[src/hw/core_pkg.sv]
// Shared types of the hazard and trap control for the in-order core
// Every RTL block of the subsystem takes its widths, enums and tags from here
package core_pkg;

    // Widths with a meaning of their own
    typedef logic [4:0]  reg_addr_t;
    typedef logic [31:0] pc_t;
    typedef logic [4:0]  exc_cause_t;

    // mcause codes raised by this pipeline
    localparam exc_cause_t EXC_CAUSE_INSTR_ADDR_MISAL = 5'd0;
    localparam exc_cause_t EXC_CAUSE_ILLEGAL_INSN     = 5'd2;

    // Register bank of a source or destination
    typedef enum logic {
        X_REG = 1'b0,
        F_REG = 1'b1
    } reg_bank_mux_t;

    // Operand source select for the ID stage
    typedef enum logic [2:0] {
        NO_FORWARD,
        FWD_EX_ALU_RES_TO_ID,
        FWD_MEM_ALU_RES_TO_ID,
        FWD_MEM_RDATA_TO_ID,
        FWD_WB_ALU_RES_TO_ID,
        FWD_WB_RDATA_TO_ID
    } forward_t;

    // Next PC source as decoded in ID
    typedef enum logic [1:0] {
        PC_NEXT,
        PC_JAL,
        PC_JALR,
        PC_BRANCH
    } pc_source_t;

    // Destination of one instruction, carried down the pipe
    // All zero is a bubble
    typedef struct packed {
        reg_addr_t     rd;
        reg_bank_mux_t bank;
        logic          alu_wen;
        logic          mem_wen;
        pc_t           pc;
    } stage_tag_t;

    // Decoded instruction sitting in ID
    typedef struct packed {
        reg_addr_t     rs1;
        reg_bank_mux_t rs1_bank;
        reg_addr_t     rs2;
        reg_bank_mux_t rs2_bank;
        reg_addr_t     rs3;
        reg_bank_mux_t rs3_bank;
        stage_tag_t    dst;
        pc_source_t    pc_source;
        logic          illegal;
        logic          misaligned;
        logic          mret;
        logic          fpu_req;
    } id_instr_t;

endpackage
[src/hw/hazard_top.sv]
// Top of the hazard and trap control subsystem
// Joins the controller, stage tags, FPU arbiter and sequencer and trap registers
module hazard_top #(
    parameter int unsigned FPU_LATENCY = 3
) (
    input  logic                 clk_i,
    input  logic                 arst_n_i,
    input  core_pkg::id_instr_t  id_instr_i,
    input  logic                 branch_decision_ex_i,
    input  logic                 misaligned_ex_i,
    input  logic                 ext_fpu_req_i,
    output core_pkg::forward_t   fwd_rs1_o,
    output core_pkg::forward_t   fwd_rs2_o,
    output core_pkg::forward_t   fwd_rs3_o,
    output logic                 stall_if_o,
    output logic                 stall_id_o,
    output logic                 flush_id_o,
    output logic                 flush_ex_o,
    output logic                 flush_mem_o,
    output logic                 flush_wb_o,
    output logic                 ext_fpu_gnt_o,
    output core_pkg::pc_t        mepc_o,
    output core_pkg::exc_cause_t mcause_o
);
    import core_pkg::*;

    // Tags of the older stages
    stage_tag_t ex_tag;
    stage_tag_t mem_tag;
    stage_tag_t wb_tag;

    logic       stall_ex;
    logic       stall_load_use;
    logic       fpu_gnt_id;
    logic       fpu_busy_ex;
    logic       fpu_idle;
    logic       save_pc_id;
    logic       save_pc_ex;
    exc_cause_t exception_cause;

    controller u_controller (
        .clk_i                (clk_i),
        .arst_n_i             (arst_n_i),
        .id_instr_i           (id_instr_i),
        .ex_tag_i             (ex_tag),
        .mem_tag_i            (mem_tag),
        .wb_tag_i             (wb_tag),
        .branch_decision_ex_i (branch_decision_ex_i),
        .misaligned_ex_i      (misaligned_ex_i),
        .fpu_gnt_id_i         (fpu_gnt_id),
        .fpu_busy_ex_i        (fpu_busy_ex),
        .fwd_rs1_o            (fwd_rs1_o),
        .fwd_rs2_o            (fwd_rs2_o),
        .fwd_rs3_o            (fwd_rs3_o),
        .stall_if_o           (stall_if_o),
        .stall_id_o           (stall_id_o),
        .stall_ex_o           (stall_ex),
        .stall_load_use_o     (stall_load_use),
        .flush_id_o           (flush_id_o),
        .flush_ex_o           (flush_ex_o),
        .flush_mem_o          (flush_mem_o),
        .flush_wb_o           (flush_wb_o),
        .save_pc_id_o         (save_pc_id),
        .save_pc_ex_o         (save_pc_ex),
        .exception_cause_o    (exception_cause)
    );

    stage_tracker u_stage_tracker (
        .clk_i       (clk_i),
        .arst_n_i    (arst_n_i),
        .id_dst_i    (id_instr_i.dst),
        .stall_ex_i  (stall_ex),
        .flush_ex_i  (flush_ex_o),
        .flush_mem_i (flush_mem_o),
        .ex_tag_o    (ex_tag),
        .mem_tag_o   (mem_tag),
        .wb_tag_o    (wb_tag)
    );

    // Load-use stall keeps the core from taking a grant it cannot use
    fpu_arbiter u_fpu_arbiter (
        .clk_i       (clk_i),
        .arst_n_i    (arst_n_i),
        .core_req_i  (id_instr_i.fpu_req),
        .ext_req_i   (ext_fpu_req_i),
        .core_hold_i (stall_load_use),
        .fpu_idle_i  (fpu_idle),
        .core_gnt_o  (fpu_gnt_id),
        .ext_gnt_o   (ext_fpu_gnt_o)
    );

    fpu_sequencer #(
        .FPU_LATENCY (FPU_LATENCY)
    ) u_fpu_sequencer (
        .clk_i       (clk_i),
        .arst_n_i    (arst_n_i),
        .core_gnt_i  (fpu_gnt_id),
        .ext_gnt_i   (ext_fpu_gnt_o),
        .idle_o      (fpu_idle),
        .core_busy_o (fpu_busy_ex)
    );

    trap_regs u_trap_regs (
        .clk_i        (clk_i),
        .arst_n_i     (arst_n_i),
        .save_pc_id_i (save_pc_id),
        .save_pc_ex_i (save_pc_ex),
        .id_pc_i      (id_instr_i.dst.pc),
        .ex_pc_i      (ex_tag.pc),
        .cause_i      (exception_cause),
        .mepc_o       (mepc_o),
        .mcause_o     (mcause_o)
    );

endmodule

[src/hw/trap_regs.sv]
// mepc and mcause of the last saved trap
// Written on the edge after a save pulse, held until the next one
module trap_regs (
    input  logic                 clk_i,
    input  logic                 arst_n_i,
    input  logic                 save_pc_id_i,
    input  logic                 save_pc_ex_i,
    input  core_pkg::pc_t        id_pc_i,
    input  core_pkg::pc_t        ex_pc_i,
    input  core_pkg::exc_cause_t cause_i,
    output core_pkg::pc_t        mepc_o,
    output core_pkg::exc_cause_t mcause_o
);
    import core_pkg::*;

    pc_t        mepc_q;
    exc_cause_t mcause_q;

    always_ff @(posedge clk_i or negedge arst_n_i) begin
        if (!arst_n_i) begin
            mepc_q   <= '0;
            mcause_q <= '0;
        end else if (save_pc_ex_i || save_pc_id_i) begin
            // EX PC when the older stage trapped
            mepc_q   <= save_pc_ex_i ? ex_pc_i : id_pc_i;
            mcause_q <= cause_i;
        end
    end

    assign mepc_o   = mepc_q;
    assign mcause_o = mcause_q;

endmodule

[src/hw/fpu_sequencer.sv]
// Timing stand-in for the FPU
// Stays busy FPU_LATENCY cycles after any grant and tracks who owns the run
module fpu_sequencer #(
    parameter int unsigned FPU_LATENCY = 3
) (
    input  logic clk_i,
    input  logic arst_n_i,
    input  logic core_gnt_i,
    input  logic ext_gnt_i,
    output logic idle_o,
    output logic core_busy_o
);

    typedef enum logic {
        FPU_IDLE,
        FPU_RUN
    } fpu_state_t;

    fpu_state_t state_q;
    // Cycles left in the run, minus one
    logic [3:0] cnt_q;
    // Run was started by the core
    logic       owner_core_q;

    always_ff @(posedge clk_i or negedge arst_n_i) begin
        if (!arst_n_i) begin
            state_q      <= FPU_IDLE;
            cnt_q        <= '0;
            owner_core_q <= 1'b0;
        end else begin
            case (state_q)
                FPU_IDLE: begin
                    if (core_gnt_i || ext_gnt_i) begin
                        state_q      <= FPU_RUN;
                        cnt_q        <= 4'(FPU_LATENCY - 1);
                        owner_core_q <= core_gnt_i;
                    end
                end
                FPU_RUN: begin
                    // Last busy cycle
                    if (cnt_q == '0) begin
                        state_q <= FPU_IDLE;
                    end else begin
                        cnt_q <= cnt_q - 4'd1;
                    end
                end
                default: state_q <= FPU_IDLE;
            endcase
        end
    end

    assign idle_o      = (state_q == FPU_IDLE);
    // External runs do not stall the core EX stage
    assign core_busy_o = (state_q == FPU_RUN) && owner_core_q;

    // Arbiter never grants into a running operation
    assert property (@(posedge clk_i) disable iff (!arst_n_i)
        (core_gnt_i || ext_gnt_i) |-> (state_q == FPU_IDLE));

endmodule

[src/hw/fpu_arbiter.sv]
// Shares the single FPU between the core ID stage and the external port
// Requests and grants are plain levels; priority alternates on conflict
module fpu_arbiter (
    input  logic clk_i,
    input  logic arst_n_i,
    input  logic core_req_i,
    input  logic ext_req_i,
    input  logic core_hold_i,
    input  logic fpu_idle_i,
    output logic core_gnt_o,
    output logic ext_gnt_o
);

    // High when the external port wins the next conflict
    logic prio_ext_q;
    logic core_ok;

    // Core request is void while ID waits on a load
    assign core_ok = core_req_i && !core_hold_i;

    // Grants only into an idle FPU
    assign core_gnt_o = fpu_idle_i && core_ok && (!ext_req_i || !prio_ext_q);
    assign ext_gnt_o  = fpu_idle_i && ext_req_i && (!core_ok || prio_ext_q);

    // Winner drops to the back
    always_ff @(posedge clk_i or negedge arst_n_i) begin
        if (!arst_n_i) begin
            prio_ext_q <= 1'b0;
        end else if (core_gnt_o) begin
            prio_ext_q <= 1'b1;
        end else if (ext_gnt_o) begin
            prio_ext_q <= 1'b0;
        end
    end

    assert property (@(posedge clk_i) disable iff (!arst_n_i)
        !(core_gnt_o && ext_gnt_o));

endmodule

[src/hw/stage_tracker.sv]
// Destination tags of the instructions in EX, MEM and WB
// Advances every edge; EX holds on stall, flushed stages take a bubble
module stage_tracker (
    input  logic                 clk_i,
    input  logic                 arst_n_i,
    input  core_pkg::stage_tag_t id_dst_i,
    input  logic                 stall_ex_i,
    input  logic                 flush_ex_i,
    input  logic                 flush_mem_i,
    output core_pkg::stage_tag_t ex_tag_o,
    output core_pkg::stage_tag_t mem_tag_o,
    output core_pkg::stage_tag_t wb_tag_o
);
    import core_pkg::*;

    // No write enables, x0 destination
    localparam stage_tag_t BUBBLE = '0;

    stage_tag_t ex_tag_q;
    stage_tag_t mem_tag_q;
    stage_tag_t wb_tag_q;

    always_ff @(posedge clk_i or negedge arst_n_i) begin
        if (!arst_n_i) begin
            ex_tag_q  <= BUBBLE;
            mem_tag_q <= BUBBLE;
            wb_tag_q  <= BUBBLE;
        end else begin
            // Stall beats flush in EX
            if (!stall_ex_i) begin
                ex_tag_q <= flush_ex_i ? BUBBLE : id_dst_i;
            end
            mem_tag_q <= flush_mem_i ? BUBBLE : ex_tag_q;
            // WB always follows MEM
            wb_tag_q  <= mem_tag_q;
        end
    end

    assign ex_tag_o  = ex_tag_q;
    assign mem_tag_o = mem_tag_q;
    assign wb_tag_o  = wb_tag_q;

    // A destination is written by the ALU or by a load, never both
    assert property (@(posedge clk_i) disable iff (!arst_n_i)
        !(ex_tag_q.alu_wen && ex_tag_q.mem_wen));

endmodule

[src/hw/controller.sv]
// Hazard controller of the in-order pipeline
// Purely combinational: forwarding selects, stalls, flushes and trap cause
// Clock and reset only feed the checks at the bottom
module controller (
    input  logic                   clk_i,
    input  logic                   arst_n_i,
    // Decoded ID instruction and the tags further down
    input  core_pkg::id_instr_t    id_instr_i,
    input  core_pkg::stage_tag_t   ex_tag_i,
    input  core_pkg::stage_tag_t   mem_tag_i,
    input  core_pkg::stage_tag_t   wb_tag_i,
    // EX outcome and FPU status
    input  logic                   branch_decision_ex_i,
    input  logic                   misaligned_ex_i,
    input  logic                   fpu_gnt_id_i,
    input  logic                   fpu_busy_ex_i,
    // Forwarding
    output core_pkg::forward_t     fwd_rs1_o,
    output core_pkg::forward_t     fwd_rs2_o,
    output core_pkg::forward_t     fwd_rs3_o,
    // Stalls
    output logic                   stall_if_o,
    output logic                   stall_id_o,
    output logic                   stall_ex_o,
    output logic                   stall_load_use_o,
    // Flushes
    output logic                   flush_id_o,
    output logic                   flush_ex_o,
    output logic                   flush_mem_o,
    output logic                   flush_wb_o,
    // Trap save
    output logic                   save_pc_id_o,
    output logic                   save_pc_ex_o,
    output core_pkg::exc_cause_t   exception_cause_o
);
    import core_pkg::*;

    logic ex_hits_src;
    logic fpu_gnt_stall;
    logic trap_id;
    logic trap_ex;
    logic id_is_jump;

    // f is always a real destination, x only when nonzero
    function automatic logic dst_valid(stage_tag_t tag);
        return (tag.bank == F_REG) || (tag.rd != '0);
    endfunction

    function automatic logic dst_match(stage_tag_t tag, reg_addr_t rs, reg_bank_mux_t bank);
        return dst_valid(tag) && (tag.rd == rs) && (tag.bank == bank);
    endfunction

    // Youngest stage first, ALU result before read data
    function automatic forward_t resolve_fwd(reg_addr_t rs, reg_bank_mux_t bank,
                                             stage_tag_t ex, stage_tag_t mem,
                                             stage_tag_t wb);
        forward_t fwd;
        fwd = NO_FORWARD;
        if (dst_match(ex, rs, bank) && ex.alu_wen) begin
            fwd = FWD_EX_ALU_RES_TO_ID;
        end else if (dst_match(mem, rs, bank) && mem.alu_wen) begin
            fwd = FWD_MEM_ALU_RES_TO_ID;
        end else if (dst_match(mem, rs, bank) && mem.mem_wen) begin
            fwd = FWD_MEM_RDATA_TO_ID;
        end else if (dst_match(wb, rs, bank) && wb.alu_wen) begin
            fwd = FWD_WB_ALU_RES_TO_ID;
        end else if (dst_match(wb, rs, bank) && wb.mem_wen) begin
            fwd = FWD_WB_RDATA_TO_ID;
        end
        return fwd;
    endfunction

    ////////////////////////////////////////////////////////////
    // Forwarding
    ////////////////////////////////////////////////////////////

    assign fwd_rs1_o = resolve_fwd(id_instr_i.rs1, id_instr_i.rs1_bank,
                                   ex_tag_i, mem_tag_i, wb_tag_i);
    assign fwd_rs2_o = resolve_fwd(id_instr_i.rs2, id_instr_i.rs2_bank,
                                   ex_tag_i, mem_tag_i, wb_tag_i);
    assign fwd_rs3_o = resolve_fwd(id_instr_i.rs3, id_instr_i.rs3_bank,
                                   ex_tag_i, mem_tag_i, wb_tag_i);

    ////////////////////////////////////////////////////////////
    // Stalls
    ////////////////////////////////////////////////////////////

    // Any ID source written by the instruction now in EX
    assign ex_hits_src = dst_match(ex_tag_i, id_instr_i.rs1, id_instr_i.rs1_bank)
                      || dst_match(ex_tag_i, id_instr_i.rs2, id_instr_i.rs2_bank)
                      || dst_match(ex_tag_i, id_instr_i.rs3, id_instr_i.rs3_bank);

    // Load data not ready before MEM
    assign stall_load_use_o = ex_tag_i.mem_wen && ex_hits_src;
    // FPU wanted but not granted this cycle
    assign fpu_gnt_stall    = id_instr_i.fpu_req && !fpu_gnt_id_i;

    // FPU busy holds EX, and the stall ripples back to ID and IF
    assign stall_ex_o = fpu_busy_ex_i;
    assign stall_id_o = stall_ex_o || fpu_gnt_stall || stall_load_use_o;
    assign stall_if_o = stall_id_o;

    ////////////////////////////////////////////////////////////
    // Flushes
    ////////////////////////////////////////////////////////////

    assign trap_id    = id_instr_i.illegal || id_instr_i.misaligned;
    assign trap_ex    = misaligned_ex_i;
    assign id_is_jump = (id_instr_i.pc_source == PC_JAL) || (id_instr_i.pc_source == PC_JALR);

    // Each older flush implies all younger ones
    // MEM never stalls, so WB is never flushed
    assign flush_wb_o  = 1'b0;
    assign flush_mem_o = flush_wb_o || trap_ex || stall_ex_o;
    assign flush_ex_o  = flush_mem_o || branch_decision_ex_i || stall_id_o || trap_id;
    assign flush_id_o  = flush_ex_o || id_is_jump;

    ////////////////////////////////////////////////////////////
    // Trap PC and cause
    ////////////////////////////////////////////////////////////

    always_comb begin
        save_pc_ex_o      = 1'b0;
        save_pc_id_o      = 1'b0;
        exception_cause_o = '0;
        // Older EX trap wins
        if (trap_ex) begin
            save_pc_ex_o      = 1'b1;
            exception_cause_o = EXC_CAUSE_INSTR_ADDR_MISAL;
        // ID trap is wrong-path under a taken branch
        end else if (trap_id && !branch_decision_ex_i && !id_instr_i.mret) begin
            save_pc_id_o = 1'b1;
            if (id_instr_i.illegal) begin
                exception_cause_o = EXC_CAUSE_ILLEGAL_INSN;
            end else begin
                exception_cause_o = EXC_CAUSE_INSTR_ADDR_MISAL;
            end
        end
    end

    // Only one PC goes to mepc per cycle
    assert property (@(posedge clk_i) disable iff (!arst_n_i)
        !(save_pc_id_o && save_pc_ex_o));

    // Bubble put into EX is never held by the FPU on the next cycle
    assert property (@(posedge clk_i) disable iff (!arst_n_i)
        (flush_ex_o && !stall_ex_o) |=> !stall_ex_o);

endmodule

[config.mk]
export PLATFORM = sky130hd
export DESIGN_NAME = hazard_top
export DESIGN_NICKNAME = d
export VERILOG_FILES = /design/src/hw/core_pkg.sv /design/src/hw/hazard_top.sv /design/src/hw/trap_regs.sv /design/src/hw/fpu_sequencer.sv /design/src/hw/fpu_arbiter.sv /design/src/hw/stage_tracker.sv /design/src/hw/controller.sv
export SDC_FILE = /design/constraint.sdc
export NUM_CORES = 1
export LEC_CHECK = 0
export ABC_AREA = 1
export BUFFER_PORTS_ARGS = -buffer_cell sky130_fd_sc_hd__buf_2
export CAP_MARGIN = 25
export CORE_MARGIN = 5
export CORE_UTILIZATION = 25
export DETAILED_ROUTE_END_ITERATION = 10
export PLACE_DENSITY = 0.41
export SYNTH_ARGS = -nofsm -noshare
export SYNTH_HDL_FRONTEND = slang
export SYNTH_SLANG_ARGS = --single-unit
[constraint.sdc]
create_clock -name clk_i -period 3.79 [get_ports clk_i]
set_input_delay 0 -clock clk_i [delete_from_list [all_inputs] [get_ports clk_i]]
set_output_delay 0 -clock clk_i [all_outputs]
set_load 0.05 [all_outputs]
Word level (Yosys, flattened, before mapping)
Index checks and enable logic that the tools add are counted.
{"block": "word_totals", "output_inout_bits": 53, "register_bits": 100, "elab_cells": 150, "input_bits": 69}
{"block": "op_classes", "eq_ne": 22, "n_addsub": 1, "n_mux": 32, "bitwise_logic": 1, "reduce_logical": 75}
{"op": "$mux 40", "count": 2}
{"op": "$eq 5x5->1", "count": 9}
{"op": "$mux 3", "count": 15}
{"op": "$logic_and 1x1->1", "count": 43}
{"op": "$mux 32", "count": 1}
{"op": "$logic_or 1x1->1", "count": 18}
{"op": "$reduce_bool 5->1", "count": 3}
{"op": "$mux 5", "count": 2}
{"op": "$eq 1x1->1", "count": 9}
{"op": "$mux 4", "count": 2}
{"op": "$pmux 4 s2", "count": 1}
{"op": "$logic_not 1->1", "count": 7}
{"op": "$mux 1", "count": 7}
{"op": "$logic_not 4->1", "count": 1}
{"op": "$reduce_and 2->1", "count": 2}
{"op": "$sub 4x1->4 const B", "count": 1}
{"op": "$eq 2x1->1 const B", "count": 1}
{"op": "$eq 2x2->1 const B", "count": 1}
{"op": "$mux 2", "count": 1}
{"op": "$ne 2x1->1 const B", "count": 1}
{"op": "$ne 2x2->1 const B", "count": 1}
{"op": "$pmux 1 s2", "count": 1}
{"op": "$reduce_bool 2->1", "count": 1}
{"op": "$not 1->1", "count": 1}

Depth between registers and ports, before layout
{"block": "depth", "depth_word": 18, "depth_mapped": 13, "depth_no_buf": 13}

Hierarchy
A second synthesis with hierarchy kept.
{"block": "unflattened", "cells_unflattened": 845, "area_unflattened_um2": 7578.5}
{"module": "stage_tracker", "cells_per_inst": 339, "instances": 1, "area_each_um2": 4197.8, "seq_area_each_um2": 3002.9}
{"module": "trap_regs", "cells_per_inst": 261, "instances": 1, "area_each_um2": 1871.8, "seq_area_each_um2": 925.9}
{"module": "controller", "cells_per_inst": 195, "instances": 1, "area_each_um2": 1127.3, "seq_area_each_um2": 0.0}
{"module": "fpu_sequencer", "cells_per_inst": 37, "instances": 1, "area_each_um2": 302.8, "seq_area_each_um2": 150.1}
{"module": "fpu_arbiter", "cells_per_inst": 13, "instances": 1, "area_each_um2": 78.8, "seq_area_each_um2": 25.0}

Least setup slack after synthesis
No wires, ideal clock.
{"block": "synth_path", "path_kind": "register -> output", "startpoint": "reg u_stage_tracker.mem_tag_q, in the netlist u_stage_tracker.mem_tag_o[39]", "endpoint": "out fwd_rs1_o[2]", "path_slack_ns": 1.251, "arrival_ns": 2.539, "stages_incl_launch_ff": 8, "path_buffers": 0, "t_required_ns": 3.790, "path_cell_list": "dfrtp_1 > nor2_1 > nand2_1 > nor3_1 > nor3_1 > nand4_1 > o21ai_0 > nor4_1"}
{"block": "synth_between", "elab_chain_len": 8, "elab_cells_between_ends": 10, "classes_between": "1 x eq/ne; 3 x mux; 6 x reduce/logical"}
{"element": "from (decl)", "line": "stage_tracker.sv:20", "rtl": "stage_tag_t mem_tag_q;"}
{"element": "from (signal assigned)", "line": "stage_tracker.sv:33", "rtl": "mem_tag_q <= flush_mem_i ? BUBBLE : ex_tag_q;"}
{"element": "$reduce_bool 5->1", "line": "controller.sv:46", "rtl": "return (tag.bank == F_REG) || (tag.rd != '0);"}
{"element": "$logic_or 1x1->1", "line": "controller.sv:46"}
{"element": "$logic_and 1x1->1 (*) (2 in a row)", "line": "controller.sv:50", "rtl": "return dst_valid(tag) && (tag.rd == rs) && (tag.bank == bank);"}
{"element": "$logic_and 1x1->1", "line": "controller.sv:63", "rtl": "end else if (dst_match(mem, rs, bank) && mem.mem_wen) begin"}
{"element": "$mux 3", "line": "controller.sv:63"}
{"element": "$mux 3 (*)", "line": "controller.sv:61", "rtl": "end else if (dst_match(mem, rs, bank) && mem.alu_wen) begin"}
{"element": "$mux 3 (*)", "line": "controller.sv:59", "rtl": "if (dst_match(ex, rs, bank) && ex.alu_wen) begin"}
{"element": "to (decl)", "line": "hazard_top.sv:12", "rtl": "output core_pkg::forward_t fwd_rs1_o,"}
Mark *: on every way between the ends. The rest lies on a longest branch, timed or not.

Worst setup path in the final report
{"block": "layout_path", "startpoint": "reg u_fpu_sequencer.owner_core_q", "endpoint": "out flush_ex_o"}
{"block": "layout_between", "elab_chain_len": 5, "elab_cells_between_ends": 7, "classes_between": "7 x reduce/logical"}
{"element": "from (decl)", "line": "fpu_sequencer.sv:23", "rtl": "logic owner_core_q;"}
{"element": "from (signal assigned)", "line": "fpu_sequencer.sv:36", "rtl": "owner_core_q <= core_gnt_i;"}
{"element": "$logic_and 1x1->1 (*)", "line": "fpu_sequencer.sv:54", "rtl": "assign core_busy_o = (state_q == FPU_RUN) && owner_core_q;"}
{"element": "$logic_or 1x1->1, on equally long branches", "line": "controller.sv:114, controller.sv:100"}
{"element": "$logic_or 1x1->1, on equally long branches", "line": "controller.sv:115, controller.sv:100"}
{"element": "$logic_or 1x1->1 (*) (2 in a row)", "line": "controller.sv:115", "rtl": "assign flush_ex_o = flush_mem_o || branch_decision_ex_i || stall_id_o || trap_id;"}
{"element": "to (decl)", "line": "hazard_top.sv:18", "rtl": "output logic flush_ex_o,"}
Marks and branches as above.

==> flow_metrics.env <==
export IMPL_cts_tree="yes"
export IMPL_antenna_found_initial=0
export IMPL_post_cts_setup_buffers=0
export IMPL_post_route_util_pct=33.2
export IMPL_synth_area_per_cell_sq_um=9.03
export IMPL_first_pass_iters=4
export IMPL_ctsLongestPathBuffers=2
export IMPL_clk_latency_ns=0.35
export IMPL_grt_max_degree=72
export IMPL_drive_above_1_share_pct=26.6
export IMPL_num_vias=4133
export IMPL_areaGrowthSynthToFinish_pct=31.5
export IMPL_cp_data_arrival_time_ns=2.62
export IMPL_fin_nets=765
export IMPL_cts_resized=0
export IMPL_drv_slew=0
export IMPL_numCtsBuffers=9
export IMPL_ys_seq_area_share_pct=49.1
export IMPL_worst_setup_path_end_kind="output port"
export IMPL_path_class="flop to output port"
export IMPL_outcome="complete, no violations"
export IMPL_core_area_sq_um=19400
export IMPL_hold_viol_final=0
export IMPL_synthFlopType="dfrtp_1"
export IMPL_cap_violations=0
export IMPL_ys_warnings_count=0
export IMPL_gp_congestion=0.796
export IMPL_hold_depth=4
export IMPL_grt_pass1_wl_mm=22.7
export IMPL_power_leakage_uw=0.00319
export IMPL_synth_edf_count=0
export IMPL_min_period_ns=2.62
export IMPL_wire_per_inst_microns=14.6
export IMPL_whs_ns=0.0341
export IMPL_ys_ff_latch=96
export IMPL_detail_route_vias_per_cell=4.28
export IMPL_drtIter0Drc=133
export IMPL_drc=0
export IMPL_drt_total_wl_mm=14.1
export IMPL_power_density_nw_per_um2=457
export IMPL_final_setup_skew_ns=0.00644
export IMPL_rsz0062_at_grt="no"
export IMPL_hold_class="primary input to flop"
export IMPL_peakVddDrop_v=0.000231
export IMPL_numPortBuffers=116
export IMPL_track_usage_pct=12.9
export IMPL_fin_crit_sh_pct=69.2
export IMPL_max_freq_mhz=381
export IMPL_cts_reportedPaths_clkPinSlew_ns=0.07
export IMPL_rr_worst_depth=5
export IMPL_globalRouteOverflowTotal=0
export IMPL_htree_num_levels=3
export IMPL_tightest_slew_ns=1.01
export IMPL_slew_headroom_pct=32.3
export IMPL_path_max_fanout=41
export IMPL_synthArstFlopShare_pct=100
export IMPL_die_w_microns=150
export IMPL_root_buffer="clkbuf_16"
export IMPL_synth_distinct_cells=36
export IMPL_cts_hold_buffers=42
export IMPL_crit_required_ns=3.79
export IMPL_setup_viol=0
export IMPL_die_h_microns=150
export IMPL_startpoint_type="flop"
export IMPL_ios=122
export IMPL_postRouteAntennaNets=0
export IMPL_setup_tns_ns=0
export IMPL_synthCells=542
export IMPL_grt_pass1_vias=4249
export IMPL_n_fill_cell=2093
export IMPL_rows=51
export IMPL_hpwl_mm=10.2
export IMPL_clock_sinks=96
export IMPL_die_area_sq_um=22500
export IMPL_syn_cell_area_sq_um=4890
export IMPL_antenna_cells=0
export IMPL_start_util_pct=25.2
==> worst max-delay path, stage by stage, from the launching register on <==
cell	delay [ns]
dfrtp_1	0.41
nand2_4	0.24
nand2_2	0.22
nor4_2	0.32
nand3_4	0.60
buf_2	0.45
==> final timing paths <==
kind | slack, ns | end | start
setup / recovery | 1.17 | flush_ex_o | u_fpu_sequencer.owner_core_q
hold / removal | 0.03 | u_fpu_arbiter.prio_ext_q | ext_fpu_req_i
setup reg to reg | 1.53 | u_stage_tracker.ex_tag_o[32] | u_fpu_sequencer.owner_core_q
hold reg to reg | 0.44 | u_stage_tracker.wb_tag_o[32] | u_stage_tracker.mem_tag_o[32]
max in group asynchronous | 2.85 | u_stage_tracker.ex_tag_o[10] | arst_n_i
min in group asynchronous | 0.19 | u_stage_tracker.wb_tag_o[38] | arst_n_i
==> cells by family (layout without fill, tap and decap cells) <==
| kind of cell | count (synthesis) | after routing | share of synthesized area, % |
|---|---|---|---|
| simple gates | 185 | 185 | 17.2 |
| compound gates | 108 | 108 | 16.0 |
| buf+inv | 107 | 261 | 9.49 |
| flops | 96 | 96 | 49.1 |
| xor+xnor | 44 | 44 | 7.88 |
| fa+ha+maj | 1 | 1 | 0.256 |
| other cells | 1 | 5 | 0.0766 |
==> layout make-up <==
type / count / area [sq um] / area share [%]
Clock inverter: 7 / 61.3 / 0.953
Multi-Input combinational cell: 343 / 2040 / 31.7
Sequential cell: 96 / 2400 / 37.3
Inverter: 81 / 304 / 4.72
Clock buffer: 9 / 225 / 3.50
Tap cell: 265 / 332 / 5.15
Timing Repair Buffer: 164 / 1070 / 16.6
==> cell usage in the layout, fill, tap and decap left out, types with 3 or more instances in the layout <==
cell           count
buf_4              6
o211ai_1           6
or2_2              4
inv_1             80
dfrtp_1           96
nor3_1             8
o21ai_0            4
nand3_1           29
buf_2            115
a21oi_1           28
xnor2_1           24
o21ai_2           24
nand2_1           84
xor2_1            20
nor2_1            38
o22ai_2            9
o22ai_1           26
o221ai_1           4
clkbuf_16          9
nand4_1            9
conb_1             5
a221oi_1           3
dlygate4sd3_1     42
nor4_1             3
==> state kept, by name, indices dropped and copies added (netlist names) <==
name / flops
u_trap_regs.mcause_o: 1
u_stage_tracker.mem_tag_o: 8
u_fpu_sequencer.cnt_q: 4
u_stage_tracker.ex_tag_o: 40
u_fpu_arbiter.prio_ext_q: 1
u_stage_tracker.wb_tag_o: 8
u_trap_regs.mepc_o: 32
u_fpu_sequencer.state_q: 1
u_fpu_sequencer.owner_core_q: 1
==> per-stage QoR <==
step	cell area (sq um)	cells	power (uW)	setup slack [ns]
3_5_place_dp	5700	906	2050	1.43
6_report	6430	965	2940	1.17
2_1_floorplan	4910	546	1800	1.25
4_1_cts	6410	964	2990	1.09
3_3_place_gp	5700	906	2030	1.51
5_1_grt	6430	965	3120	0.922
==> cells in the mapped netlist (4+ instances only) <==
library cell / count / area share, %
o221ai_1: 4 / 0.72
buf_4: 6 / 0.92
o211ai_1: 6 / 0.92
o21ai_0: 4 / 0.41
dfrtp_1: 96 / 49
o22ai_2: 9 / 2.3
or2_2: 4 / 0.51
clkbuf_1: 13 / 1.0
nand2_1: 84 / 6.4
nor2_1: 38 / 2.9
nand3_1: 29 / 3.0
nand4_1: 9 / 1.2
inv_1: 80 / 6.1
o22ai_1: 26 / 3.3
xnor2_1: 24 / 4.3
a21oi_1: 28 / 2.9
buf_6: 5 / 1.2
xor2_1: 20 / 3.6
o21ai_2: 24 / 4.3
nor3_1: 8 / 0.82
==> layer usage <==
metal | routed length [microns] | track usage, %
met2 | 6440 | 20.9
met3 | 895 | 2.85
met4 | 175 | 3.98
met5 | 0 | 0
met1 | 6560 | 17.3
==> where the power goes <==
group / total, uW / switching (uW) / internal [uW]
clock: 894 / 437 / 457
combinational: 869 / 620 / 249
sequential: 1180 / 64.0 / 1110
Power figures use the tool's default switching activity.
